**src/common/i2c_master_pkg.sv**
```systemverilog
package i2c_master_pkg;

    // -------------------------------------------------------------------------
    // widths
    // -------------------------------------------------------------------------

    // width of the state register
    localparam int STATE_W = 4;

    // bit index and scl rise counter share this width
    localparam int BIT_CNT_W = 4;

    // bits per byte on the bus
    localparam int DEFAULT_DATA_BITS = 8;

    // -------------------------------------------------------------------------
    // bus states
    // -------------------------------------------------------------------------

    // encodings kept fixed so traces line up
    typedef enum logic [STATE_W-1:0] {
        // bus free, all line enables off
        ST_IDLE           = 4'b0000,
        // sda pulled low while scl high
        ST_START          = 4'b0001,
        // slave address plus r/w bit
        ST_ADDRESS        = 4'b0010,
        // ack from slave after the address
        ST_READ_ACK       = 4'b0011,
        // master sends a data byte
        ST_WRITE_DATA     = 4'b0100,
        // ack from slave after a data byte
        ST_READ_LATER_ACK = 4'b0101,
        // master samples a data byte
        ST_READ_DATA      = 4'b0110,
        // master acks (or nacks) a received byte
        ST_WRITE_ACK      = 4'b0111,
        // sda released ahead of a new start
        ST_REPEAT_START   = 4'b1000,
        // sda low then released while scl high
        ST_STOP           = 4'b1001
    } i2c_state_e;

endpackage

```
**src/rtl/i2c_bit_tracker.sv**
```systemverilog
`timescale 1ns/10ps

module i2c_bit_tracker
    import i2c_master_pkg::*;
#(
    parameter int DATA_BITS = DEFAULT_DATA_BITS
) (
    input  logic                 i2c_core_clk_i,
    input  logic                 reset_ni,
    input  logic                 i2c_scl_i,
    input  i2c_state_e           state_i,
    output logic                 scl_rise_o,
    output logic                 scl_fall_o,
    output logic                 byte_done_o,
    output logic [BIT_CNT_W-1:0] count_bit_o
);

    localparam logic [BIT_CNT_W-1:0] LAST_BIT   = BIT_CNT_W'(DATA_BITS - 1);
    localparam logic [BIT_CNT_W-1:0] BYTE_RISES = BIT_CNT_W'(DATA_BITS);

    logic                 scl_q;
    logic                 in_byte;
    logic                 tx_byte;
    logic [BIT_CNT_W-1:0] rise_cnt_q;
    logic [BIT_CNT_W-1:0] count_bit_q;

    // -------------------------------------------------------------------------
    // scl edge detection
    // -------------------------------------------------------------------------

    // idle bus is high, so no false rise out of reset
    always_ff @(posedge i2c_core_clk_i or negedge reset_ni) begin
        if (!reset_ni) begin
            scl_q <= 1'b1;
        end else begin
            scl_q <= i2c_scl_i;
        end
    end

    assign scl_rise_o = i2c_scl_i & ~scl_q;
    assign scl_fall_o = ~i2c_scl_i & scl_q;

    // -------------------------------------------------------------------------
    // rise counting per byte
    // -------------------------------------------------------------------------

    assign tx_byte = (state_i == ST_ADDRESS) || (state_i == ST_WRITE_DATA);
    assign in_byte = tx_byte || (state_i == ST_READ_DATA);

    always_ff @(posedge i2c_core_clk_i or negedge reset_ni) begin
        if (!reset_ni) begin
            rise_cnt_q <= '0;
        end else if (!in_byte) begin
            rise_cnt_q <= '0;
        end else if (scl_rise_o) begin
            rise_cnt_q <= rise_cnt_q + 1'b1;
        end
    end

    // last bit clocked in or out, wait for scl low before the ack bit
    assign byte_done_o = in_byte && scl_fall_o && (rise_cnt_q == BYTE_RISES);

    // -------------------------------------------------------------------------
    // bit index to the datapath
    // -------------------------------------------------------------------------

    always_ff @(posedge i2c_core_clk_i or negedge reset_ni) begin
        if (!reset_ni) begin
            count_bit_q <= LAST_BIT;
        end else if (tx_byte) begin
            // sending, next bit goes out once scl has gone high
            if (scl_rise_o && count_bit_q != '0) begin
                count_bit_q <= count_bit_q - 1'b1;
            end
        end else if (state_i == ST_READ_DATA) begin
            // receiving, step after the bit was sampled
            if (scl_fall_o && count_bit_q != '0) begin
                count_bit_q <= count_bit_q - 1'b1;
            end
        end else begin
            count_bit_q <= LAST_BIT;
        end
    end

    assign count_bit_o = count_bit_q;

    a_count_bit_range: assert property (
        @(posedge i2c_core_clk_i) disable iff (!reset_ni)
        count_bit_q <= LAST_BIT
    );

endmodule

```
**src/i2c_master_fsm/i2c_state_ctrl.sv**
```systemverilog
`timescale 1ns/10ps

module i2c_state_ctrl
    import i2c_master_pkg::*;
(
    input  logic       i2c_core_clk_i,
    input  logic       reset_ni,
    input  logic       enable_i,
    input  logic       repeat_start_i,
    input  logic       rw_i,
    input  logic       full_i,
    input  logic       empty_i,
    input  logic       i2c_sda_i,
    input  logic       scl_rise_i,
    input  logic       scl_fall_i,
    input  logic       byte_done_i,
    output i2c_state_e state_o,
    output logic       w_fifo_en_o,
    output logic       r_fifo_en_o,
    output logic       reset_done_o
);

    i2c_state_e state_q;
    i2c_state_e state_d;

    logic read_go_q;
    logic write_go_q;
    logic ack_sample;
    logic w_fifo_en_q;
    logic r_fifo_en_q;
    logic reset_done_q;

    // -------------------------------------------------------------------------
    // state register
    // -------------------------------------------------------------------------

    always_ff @(posedge i2c_core_clk_i or negedge reset_ni) begin
        if (!reset_ni) begin
            state_q      <= ST_IDLE;
            reset_done_q <= 1'b1;
        end else begin
            state_q      <= state_d;
            reset_done_q <= 1'b0;
        end
    end

    // -------------------------------------------------------------------------
    // next state
    // -------------------------------------------------------------------------

    always_comb begin
        state_d = state_q;
        case (state_q)
            ST_IDLE: begin
                if (enable_i) begin
                    state_d = ST_START;
                end
            end
            // scl starts toggling, first low phase carries the address msb
            ST_START: begin
                if (scl_fall_i) begin
                    state_d = ST_ADDRESS;
                end
            end
            ST_ADDRESS: begin
                if (byte_done_i) begin
                    state_d = ST_READ_ACK;
                end
            end
            ST_READ_ACK: begin
                if (scl_fall_i) begin
                    if (read_go_q) begin
                        state_d = ST_READ_DATA;
                    end else if (write_go_q) begin
                        state_d = ST_WRITE_DATA;
                    end else begin
                        state_d = ST_STOP;
                    end
                end
            end
            ST_WRITE_DATA: begin
                if (byte_done_i) begin
                    state_d = ST_READ_LATER_ACK;
                end
            end
            ST_READ_LATER_ACK: begin
                if (scl_fall_i) begin
                    if (empty_i || (!write_go_q && !repeat_start_i)) begin
                        state_d = ST_STOP;
                    end else if (write_go_q) begin
                        state_d = ST_WRITE_DATA;
                    end else begin
                        state_d = ST_REPEAT_START;
                    end
                end
            end
            ST_READ_DATA: begin
                if (byte_done_i) begin
                    state_d = ST_WRITE_ACK;
                end
            end
            ST_WRITE_ACK: begin
                if (scl_fall_i) begin
                    if (repeat_start_i) begin
                        state_d = ST_REPEAT_START;
                    end else if (!full_i) begin
                        state_d = ST_READ_DATA;
                    end else begin
                        state_d = ST_STOP;
                    end
                end
            end
            ST_REPEAT_START: begin
                if (scl_rise_i) begin
                    state_d = ST_START;
                end
            end
            ST_STOP: begin
                if (scl_rise_i) begin
                    state_d = ST_IDLE;
                end
            end
            default: state_d = ST_IDLE;
        endcase
    end

    // -------------------------------------------------------------------------
    // ack flags and fifo strobes
    // -------------------------------------------------------------------------

    // ack bit is valid on the scl rise, sda low means ack
    assign ack_sample = scl_rise_i && !i2c_sda_i;

    always_ff @(posedge i2c_core_clk_i or negedge reset_ni) begin
        if (!reset_ni) begin
            read_go_q   <= 1'b0;
            write_go_q  <= 1'b0;
            r_fifo_en_q <= 1'b0;
            w_fifo_en_q <= 1'b0;
        end else begin
            if (state_q == ST_READ_ACK || state_q == ST_READ_LATER_ACK) begin
                if (ack_sample && rw_i && !full_i) begin
                    read_go_q  <= 1'b1;
                    write_go_q <= 1'b0;
                end else if (ack_sample && !rw_i && !empty_i) begin
                    read_go_q  <= 1'b0;
                    write_go_q <= 1'b1;
                end
            end else begin
                read_go_q  <= 1'b0;
                write_go_q <= 1'b0;
            end

            // pop the byte the slave just took
            r_fifo_en_q <= (state_q == ST_READ_LATER_ACK) && ack_sample;
            // push the received byte once
            w_fifo_en_q <= (state_q == ST_READ_DATA) && byte_done_i;
        end
    end

    assign state_o      = state_q;
    assign r_fifo_en_o  = r_fifo_en_q;
    assign w_fifo_en_o  = w_fifo_en_q;
    assign reset_done_o = reset_done_q;

    a_go_flags_exclusive: assert property (
        @(posedge i2c_core_clk_i) disable iff (!reset_ni)
        !(read_go_q && write_go_q)
    );

    a_fifo_strobes_exclusive: assert property (
        @(posedge i2c_core_clk_i) disable iff (!reset_ni)
        !(r_fifo_en_q && w_fifo_en_q)
    );

endmodule

```
**src/i2c_master_fsm/i2c_line_ctrl.sv**
```systemverilog
`timescale 1ns/10ps

module i2c_line_ctrl
    import i2c_master_pkg::*;
(
    input  i2c_state_e state_i,
    input  logic       i2c_scl_i,
    input  logic       i2c_sda_i,
    input  logic       full_i,
    output logic       clk_en_o,
    output logic       sda_low_en_o,
    output logic       write_addr_en_o,
    output logic       write_data_en_o,
    output logic       receive_data_en_o,
    output logic       i2c_sda_en_o,
    output logic       i2c_scl_en_o,
    output logic       start_done_o
);

    // -------------------------------------------------------------------------
    // per-state line decode
    // -------------------------------------------------------------------------

    always_comb begin
        clk_en_o          = 1'b0;
        sda_low_en_o      = 1'b0;
        write_addr_en_o   = 1'b0;
        write_data_en_o   = 1'b0;
        receive_data_en_o = 1'b0;
        i2c_sda_en_o      = 1'b0;
        i2c_scl_en_o      = 1'b0;

        case (state_i)
            ST_START: begin
                clk_en_o     = 1'b1;
                sda_low_en_o = 1'b1;
                i2c_sda_en_o = 1'b1;
                i2c_scl_en_o = 1'b1;
            end
            // sda may only change while scl is low
            ST_ADDRESS: begin
                clk_en_o        = 1'b1;
                write_addr_en_o = ~i2c_scl_i;
                i2c_sda_en_o    = 1'b1;
                i2c_scl_en_o    = 1'b1;
            end
            ST_READ_ACK: begin
                clk_en_o     = 1'b1;
                i2c_scl_en_o = 1'b1;
            end
            ST_WRITE_DATA: begin
                clk_en_o        = 1'b1;
                write_data_en_o = ~i2c_scl_i;
                i2c_sda_en_o    = 1'b1;
                i2c_scl_en_o    = 1'b1;
            end
            // sda released, slave drives the ack
            ST_READ_LATER_ACK: begin
                clk_en_o     = 1'b1;
                sda_low_en_o = 1'b1;
                i2c_scl_en_o = 1'b1;
            end
            // sample while data is stable
            ST_READ_DATA: begin
                clk_en_o          = 1'b1;
                receive_data_en_o = i2c_scl_i;
                i2c_scl_en_o      = 1'b1;
            end
            // full fifo leaves sda released, which reads as nack
            ST_WRITE_ACK: begin
                clk_en_o     = 1'b1;
                sda_low_en_o = 1'b1;
                i2c_sda_en_o = ~full_i;
                i2c_scl_en_o = 1'b1;
            end
            // let sda float high before the next start
            ST_REPEAT_START: begin
                clk_en_o     = 1'b1;
                i2c_scl_en_o = 1'b1;
            end
            // pull sda low first, then release it while scl is high
            ST_STOP: begin
                clk_en_o     = 1'b1;
                sda_low_en_o = i2c_sda_i;
                i2c_sda_en_o = 1'b1;
                i2c_scl_en_o = 1'b1;
            end
            default: begin
                clk_en_o = 1'b0;
            end
        endcase
    end

    assign start_done_o = (state_i != ST_IDLE);

endmodule

```
**src/rtl/i2c_master_fsm.sv**
```systemverilog
`timescale 1ns/10ps

module i2c_master_fsm
    import i2c_master_pkg::*;
#(
    parameter int DATA_BITS = DEFAULT_DATA_BITS
) (
    input  logic                 enable_i,
    input  logic                 reset_ni,
    input  logic                 repeat_start_i,
    input  logic                 rw_i,
    input  logic                 full_i,
    input  logic                 empty_i,
    input  logic                 i2c_core_clk_i,
    input  logic                 i2c_sda_i,
    input  logic                 i2c_scl_i,
    output logic                 w_fifo_en_o,
    output logic                 r_fifo_en_o,
    output logic                 sda_low_en_o,
    output logic                 clk_en_o,
    output logic                 write_data_en_o,
    output logic                 write_addr_en_o,
    output logic                 receive_data_en_o,
    output logic [BIT_CNT_W-1:0] count_bit_o,
    output logic                 i2c_sda_en_o,
    output logic                 i2c_scl_en_o,
    output logic                 start_done_o,
    output logic                 reset_done_o
);

    i2c_state_e state;
    logic       scl_rise;
    logic       scl_fall;
    logic       byte_done;

    // -------------------------------------------------------------------------
    // scl events and bit index
    // -------------------------------------------------------------------------

    i2c_bit_tracker #(
        .DATA_BITS (DATA_BITS)
    ) u_bit_tracker (
        .i2c_core_clk_i (i2c_core_clk_i),
        .reset_ni       (reset_ni),
        .i2c_scl_i      (i2c_scl_i),
        .state_i        (state),
        .scl_rise_o     (scl_rise),
        .scl_fall_o     (scl_fall),
        .byte_done_o    (byte_done),
        .count_bit_o    (count_bit_o)
    );

    // -------------------------------------------------------------------------
    // bus sequencing
    // -------------------------------------------------------------------------

    i2c_state_ctrl u_state_ctrl (
        .i2c_core_clk_i (i2c_core_clk_i),
        .reset_ni       (reset_ni),
        .enable_i       (enable_i),
        .repeat_start_i (repeat_start_i),
        .rw_i           (rw_i),
        .full_i         (full_i),
        .empty_i        (empty_i),
        .i2c_sda_i      (i2c_sda_i),
        .scl_rise_i     (scl_rise),
        .scl_fall_i     (scl_fall),
        .byte_done_i    (byte_done),
        .state_o        (state),
        .w_fifo_en_o    (w_fifo_en_o),
        .r_fifo_en_o    (r_fifo_en_o),
        .reset_done_o   (reset_done_o)
    );

    // line and datapath enables
    i2c_line_ctrl u_line_ctrl (
        .state_i           (state),
        .i2c_scl_i         (i2c_scl_i),
        .i2c_sda_i         (i2c_sda_i),
        .full_i            (full_i),
        .clk_en_o          (clk_en_o),
        .sda_low_en_o      (sda_low_en_o),
        .write_addr_en_o   (write_addr_en_o),
        .write_data_en_o   (write_data_en_o),
        .receive_data_en_o (receive_data_en_o),
        .i2c_sda_en_o      (i2c_sda_en_o),
        .i2c_scl_en_o      (i2c_scl_en_o),
        .start_done_o      (start_done_o)
    );

endmodule

```
**config.mk**
```make
export PLATFORM = sky130hd
export DESIGN_NAME = i2c_master_fsm
export DESIGN_NICKNAME = d
export VERILOG_FILES = /design/src/common/i2c_master_pkg.sv /design/src/rtl/i2c_bit_tracker.sv /design/src/i2c_master_fsm/i2c_state_ctrl.sv /design/src/i2c_master_fsm/i2c_line_ctrl.sv /design/src/rtl/i2c_master_fsm.sv
export SDC_FILE = /design/constraint.sdc
export NUM_CORES = 1
export LEC_CHECK = 0
export BUFFER_PORTS_ARGS = -buffer_cell sky130_fd_sc_hd__buf_2
export CAP_MARGIN = 15
export CORE_UTILIZATION = 35
export CTS_CLUSTER_DIAMETER = 150
export DETAILED_ROUTE_END_ITERATION = 10
export MAX_ROUTING_LAYER = met4
export SKIP_CTS_REPAIR_TIMING = 1
export SYNTH_ARGS = -nofsm -noshare
export SYNTH_HDL_FRONTEND = slang
export SYNTH_SLANG_ARGS = --single-unit
```
**constraint.sdc**
```tcl
create_clock -name i2c_core_clk_i -period 2.2 [get_ports i2c_core_clk_i]
set_input_delay 0 -clock i2c_core_clk_i [delete_from_list [all_inputs] [get_ports i2c_core_clk_i]]
set_output_delay 0 -clock i2c_core_clk_i [all_outputs]
set_load 0.02 [all_outputs]
```
==> results of run 1 <==
==> worst max path at each step <==
stage	startpoint	slack, ps	endpoint
finish	u_bit_tracker.count_bit_o[0]	280	u_bit_tracker.count_bit_o[3]
global route	u_bit_tracker.count_bit_o[0]	140	u_bit_tracker.count_bit_o[3]
CTS	u_bit_tracker.count_bit_o[0]	280	u_bit_tracker.count_bit_o[3]
detailed placement	u_bit_tracker.count_bit_o[0]	310	u_bit_tracker.count_bit_o[3]
global placement	u_bit_tracker.count_bit_o[0]	380	u_bit_tracker.count_bit_o[3]
floorplan	u_bit_tracker.count_bit_o[0]	360	u_bit_tracker.count_bit_o[3]
==> metal layers <==
layer	share of wire, %	global-route usage, %	vias to the layer above
met2	45	26.4	28
met3	4.7	4.11	2
li1	-	-	547
met5	0	-	-
met4	0.75	4.65	0
met1	50	22.1	489
==> registers in the layout (all words and copies together) (netlist names) <==
signal	flops
u_bit_tracker.count_bit_o	4
u_bit_tracker.rise_cnt_q	4
u_state_ctrl.state_o	4
u_bit_tracker.scl_q	1
u_state_ctrl.r_fifo_en_o	1
u_state_ctrl.read_go_q	1
u_state_ctrl.reset_done_o	1
u_state_ctrl.w_fifo_en_o	1
u_state_ctrl.write_go_q	1
==> worst max-delay path: cells and delay by family (launching register included) <==
family / cells / cell delay, ps
flops: 1 / 580
compound gates: 2 / 550
fa+ha+maj: 1 / 190
buf+inv: 1 / 50
simple gates: 2 / 490
==> power groups by stage <==
| stage | Clock (mW) | Sequential, mW | Combinational [mW] |
|---|---|---|---|
| 2_1_floorplan | 0 | 0.425 | 0.637 |
| 3_3_place_gp | 0 | 0.454 | 0.809 |
| 3_5_place_dp | 0 | 0.458 | 0.822 |
| 4_1_cts | 0.221 | 0.452 | 0.824 |
| 5_1_grt | 0.234 | 0.462 | 0.907 |
| 6_report | 0.214 | 0.451 | 0.824 |
==> logic make-up (layout without fill, tap and decap cells) <==
group                    after synthesis  after routing  synth area share (%)
AND/OR/NAND/NOR                       56             56                  24.3
AO/OA/AOI/OAI                         34             34                  19.9
flip-flops                            18             18                  38.6
buffers and inverters                 17             45                  6.76
XOR/XNOR                               4              4                  3.59
multiplexers                           4              4                  3.38
adder cells (fa/ha/maj)                3              3                  3.17
other                                  1              1                 0.317
==> layout by cell type (no fill, tap or decap), types with 3 or more instances in the layout <==
cell,instances
mux2i_1,4
o31ai_1,3
nor2_1,12
ha_1,3
nand2_1,9
buf_2,23
nor2b_1,3
inv_1,10
nor4_1,4
o21ai_0,7
dfrtp_1,13
nand2b_1,8
dfstp_2,5
buf_4,4
a21oi_1,5
nand3_1,6
clkbuf_4,3
dlygate4sd3_1,4
nor3_1,7
==> final cells by class <==
type / instances / area (sq um) / area share (%)
inverter: 10 / 37.5 / 2.65
tap: 44 / 55.1 / 3.88
multi-input combinational: 102 / 647 / 45.6
sequential: 18 / 457 / 32.2
clock buffer: 4 / 36.3 / 2.56
timing repair buffer: 31 / 185 / 13.1
==> cells in the mapped netlist, types with 2 or more instances <==
cell type,instances
a21oi_1,5
a31oi_1,2
dfstp_2,5
xor2_1,2
nor3b_1,2
ha_1,3
nor2_1,12
o221ai_1,2
clkbuf_1,3
a21o_1,2
nand2_1,9
mux2i_1,4
dfrtp_1,13
inv_1,10
nand2b_1,8
o2bb2ai_1,2
nor4_1,4
buf_4,2
nor2b_1,3
nor3_1,7
nand3_1,6
o31ai_1,3
o21ai_0,7
a21boi_0,2
==> stage by stage <==
stage	utilization, %	worst slack (ps)
global placement	42.9	378
floorplan	-	363
detailed placement	42.9	313
finish	45.3	279
global route	45.3	136
CTS	44.0	282
==> metrics.txt, run 1 <==
Worst Hold Slack 65.8 ps; cts bufs inserted 3; post-layout minimum cycle time 1920 ps; layout cell share with drive strength beyond 1 22.4%; Synth top area share 27.5%; Worst path slowest cell dfstp_2; Critical Path Max Stage Delay 580 ps; kind of critical path reg -> reg; Avg Inst Size Synth 8.64 sq um; DR DRC count 0; Max Fclk 0.520 GHz; area of the mapped netlist 0.00118 sq mm; crit-path max FO 7; Fill cells 310; GPL Wtd Cong 0.880; Comb power frac between 50% and 60%; CTS sink count 18; Core Area about 0.0031 sq mm; NumNets Final 178; pwr dens between 1000 and 1500 mW/mm^2; largest net degree at the start of global routing 19; Worst setup SP type flop; Post-synth top flop dfrtp_1; vias in the first global route 981; hold_sp empty_i; hold-critical path endpoint u_state_ctrl.write_go_q; Net Sw Frac about 46%; CTS max path bufs 2; Cell Int Power about 0.80 mW; # IOs 24; Final Cycle Share between 80% and 90%; DRT Pass-1 Iters 4; Worst Tran Pin Value ~550 ps; r2r endpoint u_bit_tracker.count_bit_o[3]; initial antenna violation count 0; Synth area leader dfrtp_1; Non-Filler Instances ~210; Reg2Reg Depth 6; later-pin clock latency in the skew report 300 ps; FF+latch count, synth 18; leakage power 0.625 nW; vias per cell approximately 5; switching power 0.691 mW; # rows 20; CP Capture Type flop; DP HPWL between 1500 and 2000 um; Worst Hold Class in -> reg; Area Growth Syn to Fin 19.8%; WL/cell 12.8 um; Cell variety after synth 43; final hold violation count 0; IO buf count 23; root buffer cell clkbuf_4; Flop pwr share 30.3%; post-route clock skew 4.21 ps; Detail Route Antenna Nets 0; crit path DAT 2150 ps; endpoints failing setup 0; number of synthesized flops with an enable pin 0; reg2reg start u_bit_tracker.count_bit_o[0]; worst-path cell chain inv_1 > ha_1 > nor3b_1 > nand4b_1 > a2111o_1 > o21ai_0; Die ar. 0.00362 sq mm; final instance area 0.00142 sq mm; status completed; syn nets around 150; top post-synthesis cells by area dfrtp_1 (27%), dfstp_2 (11%), nand2b_1 (4.2%); initial core utilization 37.8%; Seq/Total Area, Yosys 38.6%; CP required 2430 ps; first-pass GRT wire length 4430 um; CTS tree built; Slew headroom 63.0%; GRT Util Overall 17.1%; Async SR Flop Fraction 100%; GRT Residual Overflow 0; setup TNS 0 ps; FF-to-FF setup slack 280 ps; die height around 60 um; Ant. Diodes 0; Max-Cap Viols 0; Gate Count Post-Synth 137; Die Wd 60.2 um; 1st-iter DRT viols 51; Clk network pwr share 14.4%; Final Routed Wirelength approximately 2700 um; Area after DPL 0.00134 sq mm; Yosys warnings 0; RSZ-0062 raised after global routing no; DP Cell Count 201; worst ir drop on vdd 0.000474 V; Worst Hold Depth 4; Clock transition at path regs 110 ps; vias 1,066; overall power consumption ~1.5 mW; H-Tree Depth 1; Max Slew Vio Count 0
(Power assumes the default switching activity.)
==> run 2: changes to the inputs <==
Settings changed: PLACE_DENSITY_LB_ADDON set to 0.25.
==> run 2 against run 1 <==
Net effect:
- clock power hardly changed
- critical endpoint unchanged
- count of clock-buffer cells in the layout stayed put
- die area stayed put
- setup slack worse by 8.9 ps
- first-iteration DRC count is 5.9% lower
- clock skew hardly changed
- worst hold slack worse by 4.1 ps
- flip-flop and latch count stayed put
- cell count is 0.48% higher
==> metrics.txt, run 2 (synthesis results as in run 1) <==
cts bufs inserted 3; final hold violation count 0; RSZ-0062 raised after global routing no; initial core utilization a little under two fifths; CTS tree built; Slew headroom 63.4%; register area around 460 sq um; GRT Util Overall about 17%; Max Slew Vio Count 0; Area Growth Syn to Fin 20.4%; CP required ~2400 ps; initial antenna violation count 0; Worst setup SP type flop; NumNets Final ~180; GRT Residual Overflow 0; kind of critical path reg -> reg; worst ir drop on vdd 0.000554 V; post-layout minimum cycle time 1930 ps; first-pass GRT wire length between 4000 and 5000 um; die height approximately 60 um; # IOs 24; CP Capture Type flop; endpoints failing setup 0; setup TNS 0 ps; leakage power ~0.63 nW; r2r endpoint u_bit_tracker.count_bit_o[3]; Reg2Reg Depth 6; vias 1,088; crit path DAT between 2000 and 2500 ps; FF-to-FF setup slack 270 ps; overall power consumption about 1.5 mW; Final Routed Wirelength around 2600 um; crit path from u_bit_tracker.count_bit_o[0]; Max Fclk 0.518 GHz; GPL Wtd Cong 0.870; pwr dens 1040 mW/mm^2; Worst Hold Class in -> reg; reg2reg start u_bit_tracker.count_bit_o[0]; WL/cell roughly 12 um; most frequent cells in the layout buf_2 (23), dfrtp_1 (13), nor2_1 (12), inv_1 (10), nand2_1 (9); status completed; largest net degree at the start of global routing 19; vias per cell just over 5; layout cell share with drive strength beyond 1 22.9%; Worst Tran Pin Value 549 ps; DR DRC count 0; 1st-iter DRT viols between 40 and 50; DP HPWL between 1500 and 2000 um; Setup crit end u_bit_tracker.count_bit_o[3]; # rows 20; Core Area 0.00313 sq mm; vias in the first global route approximately 1,000; Ant. Diodes 0; Detail Route Antenna Nets 0; CTS max path bufs 2; Final Cycle Share 87.7%; IO buf count 23; Die Wd 60.2 um; root buffer cell clkbuf_4; Clock transition at path regs 100 ps; H-Tree Depth 1; DRT Pass-1 Iters 4; hold_sp empty_i; post-route clock skew 4.56 ps; CTS sink count 18; later-pin clock latency in the skew report approximately 300 ps; footprint of the multi-input gates 647 sq um; Die ar. 0.00362 sq mm; Fill cells 327; most common cell after layout, fill and taps aside buf_2; crit-path max FO 7; Max-Cap Viols 0
==> run 2: critical path, cell delays in order (launching register included) <==
cell and delay [ps]:
dfstp_2 580, inv_1 50, ha_1 190, nor3b_1 150, nand4b_1 340, a2111o_1 490
o21ai_0 70
==> run 2: per-layer routing <==
metal / share of wire (%) / GRT usage [%] / wire (um)
met5: 0 / - / 0
met1: 51 / 22.1 / 1330
met2: 44 / 26.4 / 1160
met3: 3.7 / 3.03 / 96
met4: 1.4 / 6.31 / 36
==> run 2: worst min path at each step <==
stage                                              end  slack (ps)  cells after the start
after floorplan           u_bit_tracker.count_bit_o[3]        -300                      0
after global placement     u_bit_tracker.rise_cnt_q[3]         -50                      1
after detailed placement   u_bit_tracker.rise_cnt_q[3]         -40                      1
after CTS                  u_bit_tracker.rise_cnt_q[3]        -370                      1
after global routing           u_state_ctrl.write_go_q         110                      4
final                          u_state_ctrl.write_go_q          60                      4
==> run 2: cell type report <==
| cell class | count | area share (%) |
|---|---|---|
| flip-flops and latches | 18 | 32.0 |
| well taps | 44 | 3.86 |
| repair buffers | 32 | 13.5 |
| multi-input cells | 102 | 45.4 |
| clock buffers | 4 | 2.55 |
| inverters | 10 | 2.63 |
==> run 2: stage by stage <==
stage / std cells / util, % / cell area, sq um / worst slack (ps) / hold slack (ps)
CTS: 206 / 44.3 / 1390 / 277 / -374
detailed placement: 202 / 43.1 / 1350 / 290 / -42.7
floorplan: 137 / - / 1180 / 363 / -296
finish: 210 / 45.6 / 1430 / 270 / 61.7
global route: 210 / 45.6 / 1430 / 161 / 112
global placement: 202 / 43.1 / 1350 / 382 / -46.1
==> run 2: power breakdown <==
part	switching, mW	leakage (nW)	internal, mW
clock network	0.110	0.0210	0.101
registers	0.0810	0.229	0.380
logic	0.487	0.381	0.318
total	0.678	0.631	0.799
==> run 3: changes to the inputs <==
Settings changed: CORE_ASPECT_RATIO set to 0.6.
==> run 3 against run 2 <==
Net effect:
- cell count shrank 2.4%
- register-to-register slack gained 20 ps
- clock skew grew 1.3 ps
- clock power grew 12%
- first-iteration DRC count grew 35%
- wire length grew 5.8%
- critical path depth is the same
- design area shrank 1.3%
- power grew 0.74%
- core utilization grew 0.70 points
- via count shrank 1.1%
- non-clock buffer count shrank 3
==> metrics.txt, run 3 (synthesis results as in run 1) <==
vias 1,076; Final Cycle Share 86.9%; Area after DPL roughly 0.0013 sq mm; Reg2Reg Depth 6; layout cell share with drive strength beyond 1 a little over a fifth; register area 457 sq um; Clock transition at path regs 70 ps; cts bufs inserted 3; H-Tree Depth 1; DP Cell Count about 200; 1st-iter DRT viols 65; initial antenna violation count 0; Worst Hold Depth 3; Flop pwr share 31.0%; most frequent cells in the layout buf_2 (23), dfrtp_1 (13), nor2_1 (12), inv_1 (10), nand2_1 (9); NumNets Final ~180; Non-Filler Instances about 210; Worst Hold Slack 25.3 ps; hold_sp rw_i; status completed; endpoints failing setup 0; Worst Tran Pin Value 679 ps; CTS tree built; Max-Cap Viols 0; die height 47.0 um; Final Routed Wirelength roughly 2800 um; crit path DAT 2080 ps; footprint of the multi-input gates between 600 and 700 sq um; Max Slew Vio Count 0; Die ar. 0.00363 sq mm; Detail Route Antenna Nets 0; Worst Hold Class in -> reg; post-route clock skew 5.86 ps; Util after Layout 46.3%; largest net degree at the start of global routing 19; Comb power frac 53.1%; DP HPWL approximately 2100 um; IO buf count 23; pre-CTS WS 333 ps; setup TNS 0 ps; CTS max path bufs 2; Core Area a little over 0.003 sq mm; vias in the first global route 956; root buffer cell clkbuf_8; first-pass GRT wire length roughly 4600 um; vias per cell 5.25; DRT Pass-1 Iters 4; DR DRC count 0; FF-to-FF setup slack 290 ps; pwr dens 1060 mW/mm^2; crit path from u_bit_tracker.count_bit_o[0]; RSZ-0062 raised after global routing no; hold-critical path endpoint u_state_ctrl.read_go_q; # IOs 24; CTS sink count 18; Cell Int Power ~0.8 mW; Net Sw Frac 46.0%; later-pin clock latency in the skew report 250 ps; CP required 2370 ps; Die Wd 77.1 um; final hold violation count 0; initial core utilization 38.9%; kind of critical path reg -> reg; r2r endpoint u_bit_tracker.count_bit_o[3]; crit-path max FO 7; Clk network pwr share between 10% and 20%; worst ir drop on vdd ~0.00044 V; leakage power 0.619 nW; GPL Wtd Cong 0.829; GRT Residual Overflow 0; Max Fclk 0.523 GHz; Worst setup SP type flop; CP Capture Type flop; switching power 0.685 mW; final instance area 0.00141 sq mm; reg2reg start u_bit_tracker.count_bit_o[0]; GRT Util Overall 17.0%; most common cell after layout, fill and taps aside buf_2; Slew headroom 54.4%; WL/cell 13.5 um; fin worst setup slack 288 ps; post-layout minimum cycle time 1910 ps; overall power consumption 1.49 mW; # rows 15; Area Growth Syn to Fin 18.8%; Ant. Diodes 0; Fill cells 321
[run 3: cell types whose count changed in the layout (fill, tap and decap cells not counted)]
cell	previous run	this run
dlygate4sd3_1	4	3
clkbuf_4	3	0
clkbuf_1	0	1
buf_4	5	3
clkbuf_8	1	3
[run 3: layout make-up]
| type | instances | area share (%) |
|---|---|---|
| clock buffers | 4 | 3.20 |
| multi-input cells | 102 | 46.0 |
| flip-flops and latches | 18 | 32.5 |
| well taps | 42 | 3.74 |
| repair buffers | 29 | 11.9 |
| inverters | 10 | 2.67 |
[run 3: worst max path at each step]
stage | to | depth (start not counted) | slack [ps]
detailed placement | u_bit_tracker.count_bit_o[3] | 6 | 330
CTS | u_bit_tracker.count_bit_o[3] | 6 | 300
global placement | u_bit_tracker.count_bit_o[3] | 6 | 390
floorplan | u_bit_tracker.count_bit_o[3] | 6 | 360
finish | u_bit_tracker.count_bit_o[3] | 6 | 290
global route | u_state_ctrl.state_o[0] | 4 | 170
[run 3: routing by layer]
metal  wire length, um  share of wire, %  vias to the layer above  GRT usage [%]
li1                  -                 -                      539              -
met1              1430                51                      505           23.8
met2              1180                43                       32           25.7
met3               165               5.9                        0           3.69
met4                 0                 0                        0           3.02
met5                 0                 0                        -              -
[run 3: power by group through the flow]
stage	Sequential, mW	Clock [mW]	Combinational [mW]
2_1_floorplan	0.425	0	0.637
3_3_place_gp	0.463	0	0.771
3_5_place_dp	0.467	0	0.786
4_1_cts	0.461	0.247	0.788
5_1_grt	0.472	0.259	0.884
6_report	0.461	0.236	0.790
[run 3: critical path, cell delays in order (launching register included)]
cell	delay [ps]
dfstp_2	550
inv_1	50
ha_1	190
nor3b_1	140
nand4b_1	340
a2111o_1	490
o21ai_0	70
